## src/hdl/mem_ctrl_pkg.sv

```systemverilog
`default_nettype none

package mem_ctrl_pkg;

    ////////////////////
    // widths
    ////////////////////
    localparam int ADDR_W         = 28;  // request address, 128-bit words
    localparam int WORD_W         = 128;
    localparam int LINE_W         = 512;
    localparam int MEM_ADDR_W     = 26;  // memory line address
    localparam int L2_TAG_W       = 17;
    localparam int L2_SET_W       = 9;
    localparam int L1_TAG_W       = 20;
    localparam int L1_IDX_W       = 8;
    localparam int WORDS_PER_LINE = 4;

    typedef logic [LINE_W-1:0] line_t;
    typedef logic [WORD_W-1:0] word_t;

    typedef struct packed {
        logic                valid;
        logic [L2_TAG_W-1:0] tag;
    } l2_tag_entry_t;

    // one miss from the L2 side
    typedef struct packed {
        logic [ADDR_W-1:0] addr;
        logic [1:0]        l2_way;
        logic              l1_way;    // way 0 or 1 of the L1
        logic              is_write;  // miss came from a store
        logic              to_ic;
        logic              to_dc;
    } l2_req_t;

    typedef struct packed {
        logic [3:0]          way_we;  // one-hot
        logic [L2_SET_W-1:0] set;
        l2_tag_entry_t       tag;
        line_t               line;
    } l2_fill_t;

    typedef struct packed {
        logic [1:0]          ic_we;   // one-hot per L1 way
        logic [1:0]          dc_we;
        logic [L1_IDX_W-1:0] index;
        logic [L1_TAG_W:0]   tag;     // valid bit on top
        word_t               word;
    } l1_fill_t;

    ////////////////////
    // address fields
    ////////////////////
    function automatic logic [1:0] addr_offset(input logic [ADDR_W-1:0] a);
        return a[1:0];
    endfunction

    function automatic logic [L2_SET_W-1:0] addr_l2_set(input logic [ADDR_W-1:0] a);
        return a[L2_SET_W+1:2];
    endfunction

    function automatic logic [L2_TAG_W-1:0] addr_l2_tag(input logic [ADDR_W-1:0] a);
        return a[ADDR_W-1:ADDR_W-L2_TAG_W];
    endfunction

    function automatic logic [L1_IDX_W-1:0] addr_l1_index(input logic [ADDR_W-1:0] a);
        return a[L1_IDX_W-1:0];
    endfunction

    function automatic logic [L1_TAG_W-1:0] addr_l1_tag(input logic [ADDR_W-1:0] a);
        return a[ADDR_W-1:L1_IDX_W];
    endfunction

    function automatic logic [MEM_ADDR_W-1:0] addr_line(input logic [ADDR_W-1:0] a);
        return a[ADDR_W-1:2];  // drop word offset
    endfunction

endpackage

`default_nettype wire

```

## src/hdl/fill_router.sv

```systemverilog
`timescale 1ns/1ps
`default_nettype none

module fill_router import mem_ctrl_pkg::*; #(
    parameter int L2_WAYS = 4
) (
    input  logic     clk,
    input  logic     rst_n,
    input  logic     fill_go,
    input  l2_req_t  active_req,
    input  line_t    mem_rd,
    output l2_fill_t l2_fill,
    output l1_fill_t l1_fill,
    output logic     replay
);

    localparam int SEL_W = (L2_WAYS > 1) ? $clog2(L2_WAYS) : 1;
    localparam int OFF_W = $clog2(WORDS_PER_LINE);

    logic [SEL_W-1:0] way_sel;
    logic [3:0]       way_dec;
    logic [OFF_W-1:0] off;
    word_t            fill_word;
    logic [1:0]       l1_oh;
    logic             rd_fill;

    // strobes
    logic [3:0] way_we_q;
    logic [1:0] ic_we_q;
    logic [1:0] dc_we_q;
    logic       replay_q;

    // payload
    logic [L2_SET_W-1:0] set_q;
    l2_tag_entry_t       tag_q;
    line_t               line_q;
    logic [L1_IDX_W-1:0] idx_q;
    logic [L1_TAG_W:0]   l1_tag_q;
    word_t               word_q;

    assign way_sel = SEL_W'(active_req.l2_way);
    assign off     = addr_offset(active_req.addr);
    assign l1_oh   = active_req.l1_way ? 2'b10 : 2'b01;
    assign rd_fill = fill_go && !active_req.is_write;

    always_comb begin
        way_dec          = '0;
        way_dec[way_sel] = 1'b1;
    end

    // addressed word out of the returned line
    always_comb begin
        fill_word = '0;
        for (int w = 0; w < WORDS_PER_LINE; w++) begin
            if (off == w) begin
                fill_word = mem_rd[w*WORD_W +: WORD_W];
            end
        end
    end

    always_ff @(posedge clk or negedge rst_n) begin
        if (!rst_n) begin
            way_we_q <= '0;
            ic_we_q  <= '0;
            dc_we_q  <= '0;
            replay_q <= 1'b0;
        end else begin
            way_we_q <= fill_go ? way_dec : '0;  // single-cycle strobes
            ic_we_q  <= (rd_fill && active_req.to_ic) ? l1_oh : 2'b00;
            dc_we_q  <= (rd_fill && active_req.to_dc) ? l1_oh : 2'b00;
            replay_q <= fill_go && active_req.is_write;  // store retries in L2
        end
    end

    always_ff @(posedge clk) begin
        if (fill_go) begin
            set_q    <= addr_l2_set(active_req.addr);
            tag_q    <= '{valid: 1'b1, tag: addr_l2_tag(active_req.addr)};
            line_q   <= mem_rd;
            idx_q    <= addr_l1_index(active_req.addr);
            l1_tag_q <= {1'b1, addr_l1_tag(active_req.addr)};
            word_q   <= fill_word;
        end
    end

    assign l2_fill = '{way_we: way_we_q, set: set_q, tag: tag_q, line: line_q};
    assign l1_fill = '{ic_we: ic_we_q, dc_we: dc_we_q, index: idx_q,
                       tag: l1_tag_q, word: word_q};
    assign replay  = replay_q;

    ////////////////////
    // checks
    ////////////////////
    a_way_we_onehot: assert property (
        @(posedge clk) disable iff (!rst_n)
        $onehot0(l2_fill.way_we)
    ) else $error("L2 way_we not one-hot");

    a_way_we_pulse: assert property (
        @(posedge clk) disable iff (!rst_n)
        (l2_fill.way_we != '0) |=> (l2_fill.way_we == '0)
    ) else $error("L2 way_we longer than one cycle");

endmodule

`default_nettype wire

```

## config.mk

```make
export PLATFORM = sky130hd
export DESIGN_NAME = fill_router
export DESIGN_NICKNAME = d
export VERILOG_FILES = /design/src/hdl/mem_ctrl_pkg.sv /design/src/hdl/fill_router.sv
export SDC_FILE = /design/constraint.sdc
export NUM_CORES = 1
export LEC_CHECK = 0
export BUFFER_PORTS_ARGS = -buffer_cell sky130_fd_sc_hd__buf_4
export CAP_MARGIN = 15
export CORE_AREA = 2 2 485 487
export DETAILED_ROUTE_END_ITERATION = 7
export DIE_AREA = 0 0 487 489
export PLACE_DENSITY_LB_ADDON = 0.15
export REMOVE_ABC_BUFFERS = 1
export SETUP_SLACK_MARGIN = 0.05
export SLEW_MARGIN = 20
export SYNTH_ARGS = -nofsm -noshare
export SYNTH_HDL_FRONTEND = slang
export SYNTH_SLANG_ARGS = --single-unit
export TNS_END_PERCENT = 30
```

## constraint.sdc

```tcl
create_clock -name clk -period 0.9 [get_ports clk]
set_input_delay 0.09 -clock clk [delete_from_list [all_inputs] [get_ports clk]]
set_output_delay 0.09 -clock clk [all_outputs]
set_load 0.02 [all_outputs]
```

Yosys cells after proc, flatten, opt, wreduce, memory -nomap -nowiden
Index checks and enable logic that the tools add are counted.
{"block": "totals", "ff_bits": 703, "latchBits": 0, "mem_bits_rw": 0, "romBits": 0, "input_bits": 549, "out_inout_bits": 705, "wordCells": 32, "n_memories": 0}
{"block": "op_classes", "addsub": 0, "mul": 0, "div": 0, "magnitude_cmp": 2, "n_eq_ne": 3, "shifts": 0, "muxes": 10, "n_bitwise": 0, "n_reduce_logical": 7}
{"operator": "128-bit two-way mux", "n": 4}
{"operator": "2-bit two-way mux", "n": 3}
{"operator": "1-bit logical AND", "n": 5}
{"operator": "2-bit equality test, second input constant", "n": 2}
{"operator": "4-bit two-way mux", "n": 1}
{"operator": "2-bit by 3-bit less-than comparator with 1-bit output, second input constant", "n": 1}
{"operator": "1-bit demux with 2-bit select", "n": 1}
{"operator": "2-bit by 1-bit equality test with 1-bit output, second input constant", "n": 1}
{"operator": "2-bit by 1-bit greater-or-equal comparator with 1-bit output, second input constant", "n": 1}
{"operator": "2-bit logical NOT", "n": 1}
{"operator": "1-bit logical NOT", "n": 1}
{"operator": "1-bit two-way mux", "n": 1}

Longest topological paths before layout
{"block": "depth", "ltp_word": 5, "depth_mapped": 3, "depth_no_buf": 1}

Least setup slack after synthesis
OpenSTA, ideal clock, no wires.
{"block": "synth_timing", "path_kind": "input -> register", "start": "input port active_req[6] (netlist bit)", "end": "register word_q[100] (data pin)", "setup_time_ns": 0.272, "t_arrival_ns": 0.933, "t_required_ns": 0.628, "slack_ns": -0.306, "path_stages": 3, "path_buffers": 2, "path_cell_list": "buf_6 -> buf_12 -> mux4_2"}
{"block": "synth_via", "elab_chain_len": 5, "word_cells_on_any_way": 8, "cone_classes": "eq/ne (3); mux (4); reduce/logical (1)"}
{"item": "start, declared", "line": "fill_router.sv:10", "rtl": "input l2_req_t active_req,"}
{"item": "2-bit logical NOT", "line": "fill_router.sv:55", "rtl": "if (off == w) begin"}
{"item": "128-bit two-way mux (3 in series)", "line": "fill_router.sv:55"}
{"item": "128-bit two-way mux *", "line": "fill_router.sv:55"}
{"item": "named net fill_word[100]", "line": "fill_router.sv:23", "rtl": "word_t fill_word;"}
{"item": "end signal, assigned", "line": "fill_router.sv:82", "rtl": "word_q <= fill_word;"}
{"item": "end, declared", "line": "fill_router.sv:39", "rtl": "word_t word_q;"}
The timed path passes the listed nets; every way through them passes the cells marked *.
A chain may end at the register's enable or synchronous reset.

Worst setup path after layout
{"block": "layout_timing", "start": "register line_q[176]", "end": "output port l2_fill[176] (netlist bit)"}
{"item": "start, declared", "line": "fill_router.sv:36", "rtl": "line_t line_q;"}
{"item": "start signal, assigned", "line": "fill_router.sv:79", "rtl": "line_q <= mem_rd;"}
{"item": "end, declared", "line": "fill_router.sv:12", "rtl": "output l2_fill_t l2_fill,"}
No word-level cell between the ends.

==> qor.txt <==
CTS Buffer Depth = 3
Initial antenna violation count = 81
Routed WL = 148,000 um
Number of synthesized register bits = 677
Delay-heaviest family, CP = flip-flops
Non-Filler Instances = 6,214
Share of layout cells above drive strength 1 = 56.7%
Hold EP = line_q[87]
Crit path max fanout = 1
Via count = 18,900
Synthesized area per cell = 27.3 um^2
Critical Path End Type = primary output
Finished Cell Area = 0.0507 mm^2
Post-synthesis mux area share = 12.1%
Status = complete, but fails checks
Sink Count = 677
Root Buffer = clkbuf_16
DP HPWL = 123,000 um
Iter 0 DRT Violations = 920
Largest stage delay, worst path = 0.55 ns
CP max stage cell = edfxtp_1
Worst Setup Path Type = register to primary output
Synth Area in Adders = 0%
Data arrival, critical path = 1.48 ns
Fin worst setup slack = -0.667 ns
Fmax = 0.638 GHz
CP startpoint = line_q[176]
Initial Util = 10.2%
Power Total = 0.0934 W
Post-synthesis compound-gate area fraction = 0%
Row cnt = 178
CTS tree = yes
Post-place instance area = 0.0389 mm^2
Die area = 0.238 mm^2
Period Utilization, post-route = 174%
IO Pins = 1,254
First-pass GRT wire length = 190,000 um
Pwr Density = 1840 mW/mm^2
Leak = 19.9 nW
Post-synth cell types = 15
Area growth from synthesis to layout = 113%
Sum Neg Setup Slack = -310.82 ns
Buf/Inv on CP = 1
Nets = 3,604
Core Box Area = 0.234 mm^2
Setup bufs post-CTS = 0
RSZ-0062 raised after global routing = true
Largest net degree at the start of global routing = 40
Least-Margin Pin Slew = 0.580 ns
Vias per cell = 3.04
Worst vdd ir = 1520 uV
Placed insts = 5,400
Hold path start = fill_go
Syn Inst Count = 871
Max-cap violations = 0
Clock-pin slew on the worst setup and hold paths = 0.06 ns
Seq/Total Area, Yosys = 85.3%
CP Launch Type = register
Mapped Area = 0.0238 mm^2
Fin. max-slew vios = 0
Hold path depth = 3
Final Hold Vio Count = 0
Grt ovf = 0
Req. time, crit path = 0.81 ns
Failing checks = setup timing
Number of buffers created by CTS = 88
XOR/XNOR Fraction of Synth Area = 0%
Antenna-violating nets left = 0
Final setup fails = 728
Hold WS = 0.0187 ns
Filler instances = 25,000
Critical path cell sequence = buf_6
RD Place Congestion = 0.771
Hold/Removal Path Class = input pin to register
Synth Area in Simple Gates = 0.326%
Die Height = 489 um
Avg WL per Cell = 23.9 um
Largest family of logic cells by synthesized area = multiplexers
Die X = 487 um
DRT Pass-1 Iters = 4
Port Buf Inserts = 1,251
Syn. warnings = 0
Vias in the first global route = 20,000
GRT Total Usage = 11.9%
Htree depth = 3
Slew HR = 61.2%
Tmin final = 1.57 ns
Remaining DRCs = 0
[placed cells by master (no fill, tap or decap)]
| master | instances |
|---|---|
| buf_4 | 809 |
| and4b_1 | 2 |
| nor4bb_1 | 2 |
| mux4_2 | 128 |
| inv_6 | 1 |
| clkinv_8 | 1 |
| dlymetal6s2s_1 | 1 |
| conb_1 | 2 |
| clkinv_2 | 12 |
| dlymetal6s4s_1 | 10 |
| and3b_1 | 2 |
| clkbuf_8 | 3 |
| and3_1 | 1 |
| bufinv_16 | 6 |
| clkbuf_1 | 25 |
| clkinv_1 | 15 |
| clkbuf_16 | 90 |
| buf_6 | 685 |
| buf_8 | 2 |
| inv_16 | 1 |
| clkinv_4 | 1 |
| and2_1 | 1 |
| buf_12 | 28 |
| nor3b_1 | 1 |
| dfrtp_1 | 9 |
| clkinv_16 | 3 |
| clkinvlp_4 | 4 |
| dlygate4sd3_1 | 613 |
| diode_2 | 28 |
| edfxtp_1 | 668 |
[what timing repair did]
action / in CTS / in global routing
resized for setup: 491 / 206
hold endpoints to repair: 899 / 44
endpoints found under the setup margin: 703 / 792
hold buffers: 615 / 10
[cells in the mapped netlist, drive strengths merged]
cell type	number	area share, %
and2	1	0.026
and3	1	0.026
and3b	2	0.074
and4b	2	0.084
buf	55	2.2
clkbuf	1	0.016
conb	1	0.016
dfrtp	9	0.95
edfxtp	668	84
mux4	128	12
nor3b	1	0.032
nor4bb	2	0.084
[cells by family (layout without fill, tap and decap cells)]
| family | count (synthesis) | after routing |
|---|---|---|
| flops | 677 | 677 |
| simple gates | 9 | 9 |
| mux | 128 | 128 |
| other cells | 1 | 30 |
| buf+inv | 56 | 2310 |
[registers in the layout (all words and copies together) (netlist names)]
| register | cells |
|---|---|
| ic_we_q | 2 |
| l1_tag_q | 1 |
| replay | 1 |
| dc_we_q | 2 |
| set_q | 8 |
| l2_fill | 17 |
| idx_q | 2 |
| line_q | 512 |
| word_q | 128 |
| way_we_q | 4 |
[layer usage]
layer | track usage (%) | up-vias | share of wire (%)
li1 | - | 8141 | -
met1 | 14.2 | 9510 | 41
met2 | 19.8 | 990 | 48
met3 | 4.87 | 209 | 9.4
met4 | 2.60 | 34 | 1.8
met5 | 0 | - | 0.16
[final cells by class]
class / instances / area [um^2] / share of cell area (%)
repair buffers: 2149 / 20700 / 40.8
flip-flops and latches: 677 / 20300 / 40.0
well taps: 3060 / 3830 / 7.56
multi-input cells: 139 / 2970 / 5.86
clock buffers: 117 / 2370 / 4.69
clock inverters: 44 / 470 / 0.929
diodes: 28 / 70.1 / 0.138
[through the flow]
stage / util (%) / setup WS (ns)
detailed placement: 16.6 / -0.573
global placement: 16.6 / -0.541
CTS: 21.3 / -0.809
finish: 21.7 / -0.667
floorplan: - / 0.0851
global route: 21.7 / -0.748
[worst max path at each step]
| stage | endpoint | slack [ns] | cells after the start |
|---|---|---|---|
| floorplan | word_q[0] | 0.09 | 1 |
| global placement | word_q[39] | -0.54 | 4 |
| detailed placement | word_q[7] | -0.57 | 4 |
| CTS | l1_fill[48] | -0.81 | 1 |
| global route | l1_fill[48] | -0.75 | 1 |
| finish | l2_fill[176] | -0.67 | 1 |
[power by group]
part           switching [W]  total (W)  internal (W)
clock                 0.0152     0.0355        0.0204
sequential           0.00145     0.0392        0.0378
combinational        0.00891     0.0187       0.00980
total                 0.0255     0.0934        0.0679
No activity file was read; power rests on OpenSTA's default activity.
