## src/hdl/mem_ctrl_pkg.sv

```systemverilog
`default_nettype none

package mem_ctrl_pkg;

    ////////////////////
    // widths
    ////////////////////
    localparam int ADDR_W         = 28;  // request address, 128-bit words
    localparam int WORD_W         = 128;
    localparam int LINE_W         = 512;
    localparam int MEM_ADDR_W     = 26;  // memory line address
    localparam int L2_TAG_W       = 17;
    localparam int L2_SET_W       = 9;
    localparam int L1_TAG_W       = 20;
    localparam int L1_IDX_W       = 8;
    localparam int WORDS_PER_LINE = 4;

    typedef logic [LINE_W-1:0] line_t;
    typedef logic [WORD_W-1:0] word_t;

    typedef struct packed {
        logic                valid;
        logic [L2_TAG_W-1:0] tag;
    } l2_tag_entry_t;

    // one miss from the L2 side
    typedef struct packed {
        logic [ADDR_W-1:0] addr;
        logic [1:0]        l2_way;
        logic              l1_way;    // way 0 or 1 of the L1
        logic              is_write;  // miss came from a store
        logic              to_ic;
        logic              to_dc;
    } l2_req_t;

    typedef struct packed {
        logic [3:0]          way_we;  // one-hot
        logic [L2_SET_W-1:0] set;
        l2_tag_entry_t       tag;
        line_t               line;
    } l2_fill_t;

    typedef struct packed {
        logic [1:0]          ic_we;   // one-hot per L1 way
        logic [1:0]          dc_we;
        logic [L1_IDX_W-1:0] index;
        logic [L1_TAG_W:0]   tag;     // valid bit on top
        word_t               word;
    } l1_fill_t;

    ////////////////////
    // address fields
    ////////////////////
    function automatic logic [1:0] addr_offset(input logic [ADDR_W-1:0] a);
        return a[1:0];
    endfunction

    function automatic logic [L2_SET_W-1:0] addr_l2_set(input logic [ADDR_W-1:0] a);
        return a[L2_SET_W+1:2];
    endfunction

    function automatic logic [L2_TAG_W-1:0] addr_l2_tag(input logic [ADDR_W-1:0] a);
        return a[ADDR_W-1:ADDR_W-L2_TAG_W];
    endfunction

    function automatic logic [L1_IDX_W-1:0] addr_l1_index(input logic [ADDR_W-1:0] a);
        return a[L1_IDX_W-1:0];
    endfunction

    function automatic logic [L1_TAG_W-1:0] addr_l1_tag(input logic [ADDR_W-1:0] a);
        return a[ADDR_W-1:L1_IDX_W];
    endfunction

    function automatic logic [MEM_ADDR_W-1:0] addr_line(input logic [ADDR_W-1:0] a);
        return a[ADDR_W-1:2];  // drop word offset
    endfunction

endpackage

`default_nettype wire

```

## src/hdl/refill_fsm.sv

```systemverilog
`timescale 1ns/1ps
`default_nettype none

module refill_fsm import mem_ctrl_pkg::*; (
    input  logic                  clk,
    input  logic                  rst_n,
    input  logic                  access_clean,
    input  logic                  access_dirty,
    input  l2_req_t               req,
    input  logic                  mem_complete_r,
    input  logic                  mem_complete_w,
    input  logic [MEM_ADDR_W-1:0] victim_addr,
    output logic                  capture,
    output logic [1:0]            victim_way,
    output logic                  fill_go,
    output l2_req_t               active_req,
    output logic                  busy,
    output logic                  mem_re,
    output logic                  mem_we,
    output logic [MEM_ADDR_W-1:0] mem_addr
);

    typedef enum logic [1:0] {
        S_IDLE,
        S_WBACK,  // dirty victim going out
        S_READ,   // waiting for the new line
        S_FILL    // line handed to the fill router
    } state_t;

    state_t state;
    state_t state_nxt;

    logic start_rd;
    logic start_wb;

    ////////////////////
    // acceptance
    ////////////////////
    // L2 holds tags and lines steady only in this cycle,
    // so the victim way goes out with the accept pulse
    assign capture    = !busy && (access_clean || access_dirty);
    assign start_rd   = capture && access_clean;  // clean wins over dirty
    assign start_wb   = capture && !access_clean;
    assign victim_way = req.l2_way;

    assign busy    = (state == S_WBACK) || (state == S_READ);
    assign fill_go = (state == S_READ) && mem_complete_r;  // mem_rd valid now

    ////////////////////
    // next state
    ////////////////////
    always_comb begin
        state_nxt = state;
        case (state)
            S_IDLE, S_FILL: begin
                // the fill cycle already has busy low
                if (start_rd) begin
                    state_nxt = S_READ;
                end else if (start_wb) begin
                    state_nxt = S_WBACK;
                end else begin
                    state_nxt = S_IDLE;
                end
            end
            S_WBACK: begin
                if (mem_complete_w) begin
                    state_nxt = S_READ;  // refill right behind the write-back
                end
            end
            S_READ: begin
                if (mem_complete_r) begin
                    state_nxt = S_FILL;
                end
            end
            default: begin
                state_nxt = S_IDLE;
            end
        endcase
    end

    always_ff @(posedge clk or negedge rst_n) begin
        if (!rst_n) begin
            state  <= S_IDLE;
            mem_re <= 1'b0;
            mem_we <= 1'b0;
        end else begin
            state  <= state_nxt;
            mem_re <= (state_nxt == S_READ);   // level until completion
            mem_we <= (state_nxt == S_WBACK);
        end
    end

    always_ff @(posedge clk or negedge rst_n) begin
        if (!rst_n) begin
            active_req <= '0;
        end else if (capture) begin
            active_req <= req;
        end
    end

    // victim address while writing back, refill address otherwise
    assign mem_addr = (state == S_WBACK) ? victim_addr : addr_line(active_req.addr);

    ////////////////////
    // checks
    ////////////////////
    a_strobe_excl: assert property (
        @(posedge clk) disable iff (!rst_n)
        !(mem_re && mem_we)
    ) else $error("mem_re and mem_we high together");

    a_fill_in_read: assert property (
        @(posedge clk) disable iff (!rst_n)
        fill_go |-> mem_re
    ) else $error("fill_go outside the read-line state");

endmodule

`default_nettype wire

```

## config.mk

```make
export PLATFORM = sky130hd
export DESIGN_NAME = refill_fsm
export DESIGN_NICKNAME = d
export VERILOG_FILES = /design/src/hdl/mem_ctrl_pkg.sv /design/src/hdl/refill_fsm.sv
export SDC_FILE = /design/constraint.sdc
export NUM_CORES = 1
export LEC_CHECK = 0
export BUFFER_PORTS_ARGS = -buffer_cell sky130_fd_sc_hd__buf_2
export CORE_MARGIN = 3
export CORE_UTILIZATION = 41
export DETAILED_ROUTE_END_ITERATION = 12
export GPL_ROUTABILITY_DRIVEN = 0
export PLACE_DENSITY = 0.75
export SYNTH_ARGS = -nofsm -noshare
export SYNTH_HDL_FRONTEND = slang
export SYNTH_SLANG_ARGS = --single-unit
```

## constraint.sdc

```tcl
create_clock -name clk -period 2.3 [get_ports clk]
set_input_delay 0.46 -clock clk [delete_from_list [all_inputs] [get_ports clk]]
set_output_delay 0.46 -clock clk [all_outputs]
set_load 0.05 [all_outputs]
```

After elaboration in Yosys (flattened, before gate mapping)
Index checks and enable logic that the tools add are counted.
- register bits after elaboration: 38
- logic and storage cells: 30
- equality and inequality tests: 5
- mux-type cells: 6
- reductions and logical operators: 10
- operator list (operator ; number):
    $mux W26 ; 1
    $eq A2 B2 Y1 const B ; 3
    $mux W2 ; 3
    $pmux W2 S3 ; 1
    $eq A2 B1 Y1 const B ; 2
    $logic_and A1 B1 Y1 ; 4
    $logic_not A1 Y1 ; 2
    $logic_not A2 Y1 ; 1
    $logic_or A1 B1 Y1 ; 2
    $reduce_or A2 Y1 ; 1
    $mux W1 ; 1

Logic depth before layout (Yosys ltp)
Gate-level depths: netlist of the first run.
- depth after elaboration: 9
- depth in mapped cells: 6
- gate-level depth less buffers: 5

Least setup slack after synthesis of the first run
Ideal clock, no wire load.
- path kind: register to output
- start point: reg state[1]
- end point: out mem_addr[10]
- arrival: 1.439 ns
- data required time: 1.840 ns
- setup slack: 0.401 ns
- cell stages (with the launch flop): 6
- cell sequence: dfrtp_1 inv_1 ha_1 buf_2 buf_2 mux2_2
- longest elaborated chain between the ends: 2
- RTL lines (item ; line ; text):
    from (decl) ; refill_fsm.sv:30 ; state_t state;
    from (signal assigned) ; refill_fsm.sv:87 ; state <= state_nxt;
    $eq A2 B1 Y1 ; refill_fsm.sv:102 ; assign mem_addr = (state == S_WBACK) ? victim_addr : addr_line(active_req.addr);
    $mux W26 ; refill_fsm.sv:102 ;
    to (decl) ; refill_fsm.sv:20 ; output logic [MEM_ADDR_W-1:0] mem_addr
No other way between the ends.

Worst setup path after layout of the first run
- start point: reg state[1]
- end point: out mem_addr[14]
Same word-level chain as after synthesis.

==> results.toml, run 1 <==
[logic_synthesis]
netlist-cell-type-count = 16
yosysMostFrequentCell = "dfrtp_1"
synth_commonest_cells = "dfrtp_1, mux2_2, mux2_4"
syn_area_per_cell_um2 = 15.5
yosysTopAreaCellShare_pct = 49.1
ys_warn_count = 0
synth-seq-cells = 38
yosys.area.top_type = "dfrtp_1"
synthesis.nets = 194
syn-cell-area_um2 = 1940
ys.flop_type = "dfrtp_1"
synth_enable_flop_cells = 0
synthTopCellsByArea = "dfrtp_1, mux2_4, mux2_2"
synthCells = 125
synthArstFlopShare_pct = 100
seq_area_frac_synth_pct = 49.1

[worst_setup_path]
worstPathRequired_ns = 1.84
worst-setup-path-type = "reg2out"
r2r_cells = 5
cp-start-kind = "flop"
r2r_start = "state[0]$_DFF_PN0_"
crit_fanout = 17
critPathCaptureType = "output port"
timing.rr.end = "active_req[20]$_DFFE_PN0P_"
cp.arrival_ns = 1.73
r2r_setup_slack_ns = 0.41

[placed_design]
io_buffers = 132
dpl.hpwl_mm = 3.36
place_area_um2 = 2630

[outcome]
status = "completed"

[min_path]
min_path_type = "in2async"

[floorplan]
row_count = 24
start_util_pct = 43.6
ioPinCount = 133
die-area_um2 = 5580
fp.dieH_um = 74.7
die_w_um = 74.7
coreArea_um2 = 4440

[cts]
cts.htree.levels = 2
clock_latency_ns = 0.28
clk_pin_slew_ns = 0.07
clkSinkCount = 38
numCtsBuffers = 5
cts_tree = "done"
holdBufCountCts = 0
cts-root-buf = "clkbuf_8"
clockBufferDepth = 2

[routing]
ant_nets = 0
finalWirelength_mm = 4.46
vias = 1501
routed_via_density = 4.83
initialDrtViolationCount = 61
wl_per_cell_um = 14.3
dr.pass1.iters = 4
drc = 0

[global_route]
grt_max_degree = 39
antenna_found_initial = 0
grt_overflow_total = 0
grt_pass1_wl_mm = 6.56
grt_use_total_pct = 15.7
grt_pass1_vias = 1377

[sta]
post-route-min-period_ns = 2.19
relSlewSlack_pct = 44.7
period_share_pct = 95.1
finalHoldViolCount = 0
tightest_slew_ns = 0.830
setup_viol = 0
rsz0062_at_grt = "no"
fmax_mhz = 457
setup_tns_ns = 0
final_max_slew_viol_count = 0
fin_skew_ns = 0.00389

[finish]
stdcell_area_um2 = 2710
area_delta_synth_final_pct = 40.1
n_antenna_cell = 0
drive_above_1_share_pct = 77.6
nNetsFinal = 328
fill_cells = 355

[flow_run]
cap_violations = 0
[sequential cells by signal (all words and copies together) (netlist names)]
name / count
active_req: 34
mem_we: 1
state: 2
mem_re: 1
[metal layers]
layer | part of all wire [%] | wire, um | global-route usage (%) | vias up
li1 | - | - | - | 710
met2 | 46 | 2030 | 26.1 | 106
met1 | 42 | 1860 | 18.7 | 683
met4 | 0.52 | 23 | 5.34 | 0
met5 | 0 | 0 | 0 | -
met3 | 12 | 542 | 6.01 | 2
[kinds of logic after synthesis]
| logic type | synth area share (%) |
|---|---|
| compound gates | 2.20 |
| mux | 40.5 |
| buf+inv | 4.26 |
| simple gates | 2.00 |
| flops | 49.1 |
| fa+ha+maj | 1.94 |
[worst max-delay path, stage by stage, from the launching register on]
cell and delay (ns):
dfrtp_1 0.42, inv_1 0.07, ha_1 0.17, buf_6 0.20
mux2_2 0.36, buf_2 0.21
[repair_timing]
item                                    4_1_cts  5_1_grt
gates resized for setup                       0        1
hold endpoints to repair                      0        0
setup buffers                                 0        0
endpoints found under the setup margin        0        7
[placed cells by master, fill, tap and decap left out]
| master | synthesis | layout |
|---|---|---|
| nor2_1 | 2 | 2 |
| o2bb2ai_1 | 1 | 1 |
| and2_1 | 2 | 2 |
| o21ai_4 | 1 | 1 |
| buf_6 | 3 | 1 |
| mux2_4 | 29 | 29 |
| buf_2 | 3 | 132 |
| mux2_2 | 31 | 31 |
| dfrtp_1 | 38 | 38 |
| clkbuf_8 | 0 | 5 |
| ha_1 | 3 | 3 |
| o21ai_0 | 2 | 2 |
| inv_1 | 5 | 5 |
| buf_4 | 2 | 1 |
| buf_12 | 0 | 1 |
| nand3b_1 | 1 | 1 |
| o211ai_1 | 1 | 1 |
| clkbuf_1 | 0 | 2 |
| nand4bb_1 | 1 | 1 |
[worst max-delay path by stage]
stage	start	endpoint	slack, ns	depth (start not counted)
2_1_floorplan	state[1]$_DFF_PN0_	mem_addr[10]	0.40	5
6_report	state[1]$_DFF_PN0_	mem_addr[14]	0.11	5
3_5_place_dp	state[1]$_DFF_PN0_	mem_addr[14]	0.38	5
3_3_place_gp	state[1]$_DFF_PN0_	mem_addr[14]	0.42	5
4_1_cts	state[1]$_DFF_PN0_	mem_addr[14]	0.05	5
5_1_grt	state[0]$_DFF_PN0_	capture	0.003	5
[per-stage QoR]
| step | setup slack [ns] | std cells | hold slack [ns] | utilization (%) |
|---|---|---|---|---|
| after floorplan | 0.401 | 125 | 0.164 | - |
| after global placement | 0.416 | 304 | 0.487 | 59.3 |
| after detailed placement | 0.378 | 304 | 0.487 | 59.3 |
| after CTS | 0.0514 | 311 | 0.304 | 61.0 |
| after global routing | 0.00270 | 311 | 0.348 | 61.1 |
| final | 0.114 | 311 | 0.280 | 61.1 |
[final cells by class]
class / instances / area [um2] / share of cell area (%)
Sequential cell: 38 / 951 / 35.0
Multi-Input combinational cell: 74 / 903 / 33.3
Timing Repair Buffer: 135 / 699 / 25.8
Clock buffer: 7 / 76.3 / 2.81
Tap cell: 52 / 65.1 / 2.40
Inverter: 5 / 18.8 / 0.692
Power of run 1 is not shown: default switching activity piles up to over one toggle a cycle in this logic, so the estimate is an artifact.
==> run 2, diff against run 1 <==
==> constraint.sdc (replaced) <==
create_clock -name clk -period 2.3 [get_ports clk]
set_input_delay 0.46 -clock clk [delete_from_list [all_inputs] [get_ports clk]]
set_output_delay 0.46 -clock clk [all_outputs]
set_load 0.1 [all_outputs]
==> run 2 against run 1 <==
Register-to-register slack better by 0.08 ns. Cell count is 0.32% higher. Critical path depth stayed put. Clock skew is 0.0014 ns lower. Critical endpoint is now mem_addr[8]. Highest routed layer unchanged.
==> results.toml, run 2 (synthesis results as in run 1) <==
[routing]
ant_nets = 0
vias = 1528
drc = 0
routed_via_density = 4.90
finalWirelength_mm = 4.80
dr.pass1.iters = 4
wl_per_cell_um = 15.4
initialDrtViolationCount = 12

[cts]
clk_pin_slew_ns = 0.07
post_cts_buffers = 0
numCtsBuffers = 5
clockBufferDepth = 2
cts.htree.levels = 2
holdBufCountCts = 0
clock_latency_ns = 0.27
cts-root-buf = "clkbuf_8"
cts_resized = 0
clkSinkCount = 38
cts_tree = "done"

[finish]
top_register = "active_req"
final_common_cell = "buf_2"
area_delta_synth_final_pct = 60.1
final_cell_mix = "buf_2, dfrtp_1, mux2_2"
drive_above_1_share_pct = 78.5
largest_reg_flops = 34
stdcell_area_um2 = 3100
n_antenna_cell = 0
reg_top3 = "active_req: 34 flops, state: 2 flops"
nNetsFinal = 329

[worst_setup_path]
cp-start-kind = "flop"
crit_fanout = 17
critPathCaptureType = "output port"
worst-setup-path-type = "reg2out"
worstPathRequired_ns = 1.84
r2r_start = "state[0]$_DFF_PN0_"
cp-startpoint = "state[1]$_DFF_PN0_"
cp.arrival_ns = 1.72

[sta]
tightest_slew_ns = 0.825
setup_viol = 0
relSlewSlack_pct = 45.0
finalHoldViolCount = 0
final_max_slew_viol_count = 0
post-route-min-period_ns = 2.18
fin_ws_ns = 0.118
setup_tns_ns = 0
fin_skew_ns = 0.00247
rsz0062_at_grt = "no"
period_share_pct = 94.9
fmax_mhz = 458

[floorplan]
die-area_um2 = 5580
ioPinCount = 133
fp.dieH_um = 74.7
row_count = 24
die_w_um = 74.7
start_util_pct = 43.6
coreArea_um2 = 4440

[placed_design]
dpl.hpwl_mm = 3.91
io_buffers = 132
place_area_um2 = 3020
place_ws_ns = 0.401

[global_route]
grt_use_total_pct = 17.3
grt_pass1_vias = 1564
grt_overflow_total = 0
grt_max_degree = 39
antenna_found_initial = 0
grt_pass1_wl_mm = 7.35

[min_path]
min_path_type = "in2async"

[outcome]
status = "completed"

[flow_run]
cap_violations = 0
run 2: changes by cell type in the layout (fill, tap and decap cells not counted):
cell      before  now
clkbuf_4       0    1
buf_4          1    4
buf_12         1   26
clkinv_2       0    2
buf_2        132  105
buf_6          1    0
clkbuf_1       2    0
run 2: per-stage QoR:
| step | hold slack [ns] | instances | utilization, % |
|---|---|---|---|
| detailed placement | 0.488 | 305 | 67.9 |
| global placement | 0.486 | 305 | 67.9 |
| global route | 0.356 | 312 | 69.8 |
| CTS | 0.305 | 312 | 69.7 |
| floorplan | 0.164 | 125 | - |
| finish | 0.276 | 312 | 69.8 |
run 2: final timing paths:
| kind | end | slack, ns | cells after the start |
|---|---|---|---|
| min | active_req[20]$_DFFE_PN0P_ | 0.28 | 1 |
| max reg2reg | active_req[21]$_DFFE_PN0P_ | 0.49 | 5 |
| min in group clk | active_req[14]$_DFFE_PN0P_ | 0.41 | 2 |
| max in group asynchronous | active_req[9]$_DFFE_PN0P_ | 1.50 | 1 |
| max | mem_addr[8] | 0.12 | 5 |
| min reg2reg | active_req[5]$_DFFE_PN0P_ | 0.51 | 1 |
run 2: final cells by class:
class | instances | area, um2
Timing Repair Buffer | 136 | 1080
Clock buffer | 5 | 68.8
Sequential cell | 38 | 951
Fill cell | 330 | 1340
Tap cell | 52 | 65.1
Clock inverter | 2 | 10.0
Inverter | 5 | 18.8
Multi-Input combinational cell | 74 | 903
run 2: critical path: stages (launching register included):
cell     delay (ns)
dfrtp_1        0.41
inv_1          0.07
ha_1           0.15
buf_4          0.24
mux2_2         0.39
buf_12         0.17
run 2: metal layers:
metal | wire [um] | vias to the layer above | global-route usage [%]
li1 | - | 711 | -
met1 | 1960 | 717 | 21.0
met2 | 2290 | 98 | 29.4
met3 | 515 | 2 | 5.87
met4 | 23 | 0 | 4.74
met5 | 0 | - | 0
Power of run 2 is left out for the same reason.
==> run 3, diff against run 2 <==
--- a/config.mk
+++ b/config.mk
@@ -5,6 +5,7 @@
 export SDC_FILE = /design/constraint.sdc
 export NUM_CORES = 1
 export LEC_CHECK = 0
+export ABC_AREA = 1
 export BUFFER_PORTS_ARGS = -buffer_cell sky130_fd_sc_hd__buf_2
 export CORE_MARGIN = 3
 export CORE_UTILIZATION = 41
==> run 3 against run 2 <==
Design area up 6.1%. Cell count up 33%. Critical path depth is the same. Sequential share of layout area decreased by 1.8 points. Hold slack hardly changed. Flip-flop and latch count did not move.
==> results.toml, run 3 <==
[outcome]
status = "completed"

[flow_run]
cap_violations = 0

[worst_setup_path]
cp_cell_sequence = "inv_1 -> ha_1 -> inv_2 -> nor2_8 -> buf_12"
cpMaxStageDelayCell = "dfrtp_1"
max_stage_delay_ns = 0.36
crit_fanout = 17
cp-start-kind = "flop"
worst-setup-path-type = "reg2out"
cp_top_family = "buffers and inverters"
worstPathRequired_ns = 1.84
cp.arrival_ns = 1.69
cp_num_buf_inv = 3
critPathCaptureType = "output port"

[global_route]
grt_pass1_vias = 1805
grt_use_total_pct = 19.2
grt_overflow_total = 0
antenna_found_initial = 0
grt_pass1_wl_mm = 8.34
grt_max_degree = 39

[sta]
post-route-min-period_ns = 2.15
finalHoldViolCount = 0
rsz0062_at_grt = "no"
tightest_slew_ns = 0.836
period_share_pct = 93.5
setup_tns_ns = 0
final_max_slew_viol_count = 0
fmax_mhz = 465
fin_skew_ns = 0.00262
relSlewSlack_pct = 44.2
setup_viol = 0

[logic_synthesis]
synthesis.nets = 304
synthCells = 235
netlist-cell-type-count = 16
yosysMostFrequentCell = "nand2_1"
seq_area_frac_synth_pct = 48.7
synth_enable_flop_cells = 0
ys_warn_count = 0
yosys.area.top_type = "dfrtp_1"
syn-cell-area_um2 = 1950
synthArstFlopShare_pct = 100
syn_area_per_cell_um2 = 8.32
synth-seq-cells = 38
yosysTopAreaCellShare_pct = 48.7
synth_commonest_cells = "nand2_1, dfrtp_1, o21ai_0"
ys.flop_type = "dfrtp_1"
synthTopCellsByArea = "dfrtp_1, nand2_1, o21ai_0"

[finish]
instances_no_fill = 416
n_antenna_cell = 0
final_common_cell = "buf_2"
area_delta_synth_final_pct = 68.2
stdcell_area_um2 = 3290
final_cell_mix = "buf_2, nand2_1, o21ai_2"
drive_above_1_share_pct = 53.3
nNetsFinal = 432
reg_top3 = "active_req: 34 flops, state: 2 flops"
largest_reg_flops = 34
top_register = "active_req"

[floorplan]
row_count = 24
ioPinCount = 133
start_util_pct = 43.7
die-area_um2 = 5630
coreArea_um2 = 4470
die_w_um = 75.0
fp.dieH_um = 75.0

[cts]
clock_latency_ns = 0.28
post_cts_buffers = 0
cts_resized = 0
cts_tree = "done"
clockBufferDepth = 2
clkSinkCount = 38
holdBufCountCts = 0
cts.htree.levels = 2
clk_pin_slew_ns = 0.07
numCtsBuffers = 5
cts-root-buf = "clkbuf_8"

[routing]
drc = 0
finalWirelength_mm = 5.34
initialDrtViolationCount = 84
dr.pass1.iters = 4
vias = 1930
wl_per_cell_um = 12.8
ant_nets = 0
routed_via_density = 4.64

[placed_design]
dp.cells = 408
place_area_um2 = 3180
dpl.hpwl_mm = 4.28
io_buffers = 132

[min_path]
min_path_type = "in2async"
run 3: worst paths after layout:
check | start | end | slack, ns | depth (start not counted)
worst max-delay path | state[0]$_DFF_PN0_ | capture | 0.15 | 5
worst min-delay path | rst_n | active_req[11]$_DFFE_PN0P_ | 0.28 | 1
worst max register to register | state[0]$_DFF_PN0_ | active_req[31]$_DFFE_PN0P_ | 0.45 | 7
worst min register to register | active_req[6]$_DFFE_PN0P_ | active_req[6]$_DFFE_PN0P_ | 0.51 | 2
max in group asynchronous | rst_n | active_req[26]$_DFFE_PN0P_ | 1.50 | 1
min in group clk | req[1] | active_req[1]$_DFFE_PN0P_ | 0.37 | 3
run 3: logic make-up after synthesis:
logic type / share of synthesized area (%)
DFF: 48.7
AOI/OAI and AO/OA: 19.5
buffers and inverters: 12.7
adders and majority gates: 1.92
and+or+nand+nor: 17.2
run 3: metrics by stage:
step | worst slack [ns] | utilization [%] | hold slack [ns]
2_1_floorplan | -0.109 | - | 0.164
6_report | 0.149 | 73.5 | 0.276
3_5_place_dp | 0.410 | 71.0 | 0.483
5_1_grt | 0.0230 | 73.5 | 0.347
3_3_place_gp | 0.454 | 71.0 | 0.478
4_1_cts | 0.0828 | 73.4 | 0.300
run 3: area by class of cell:
type / instances / area [um2]
fill: 334 / 1190
timing repair buffer: 136 / 1120
sequential: 38 / 951
multi-input combinational: 147 / 907
inverter: 35 / 131
clock buffer: 8 / 110
tap: 52 / 65.1
run 3: per-layer routing:
layer  vias to the layer above  part of all wire (%)  track usage (%)
met5                         -                     0                0
met4                         0                  0.97             4.74
met3                         6                    10             5.07
met2                        94                    47             33.1
met1                       848                    42             24.0
li1                        982                     -                -
Power of run 3 is left out for the same reason.
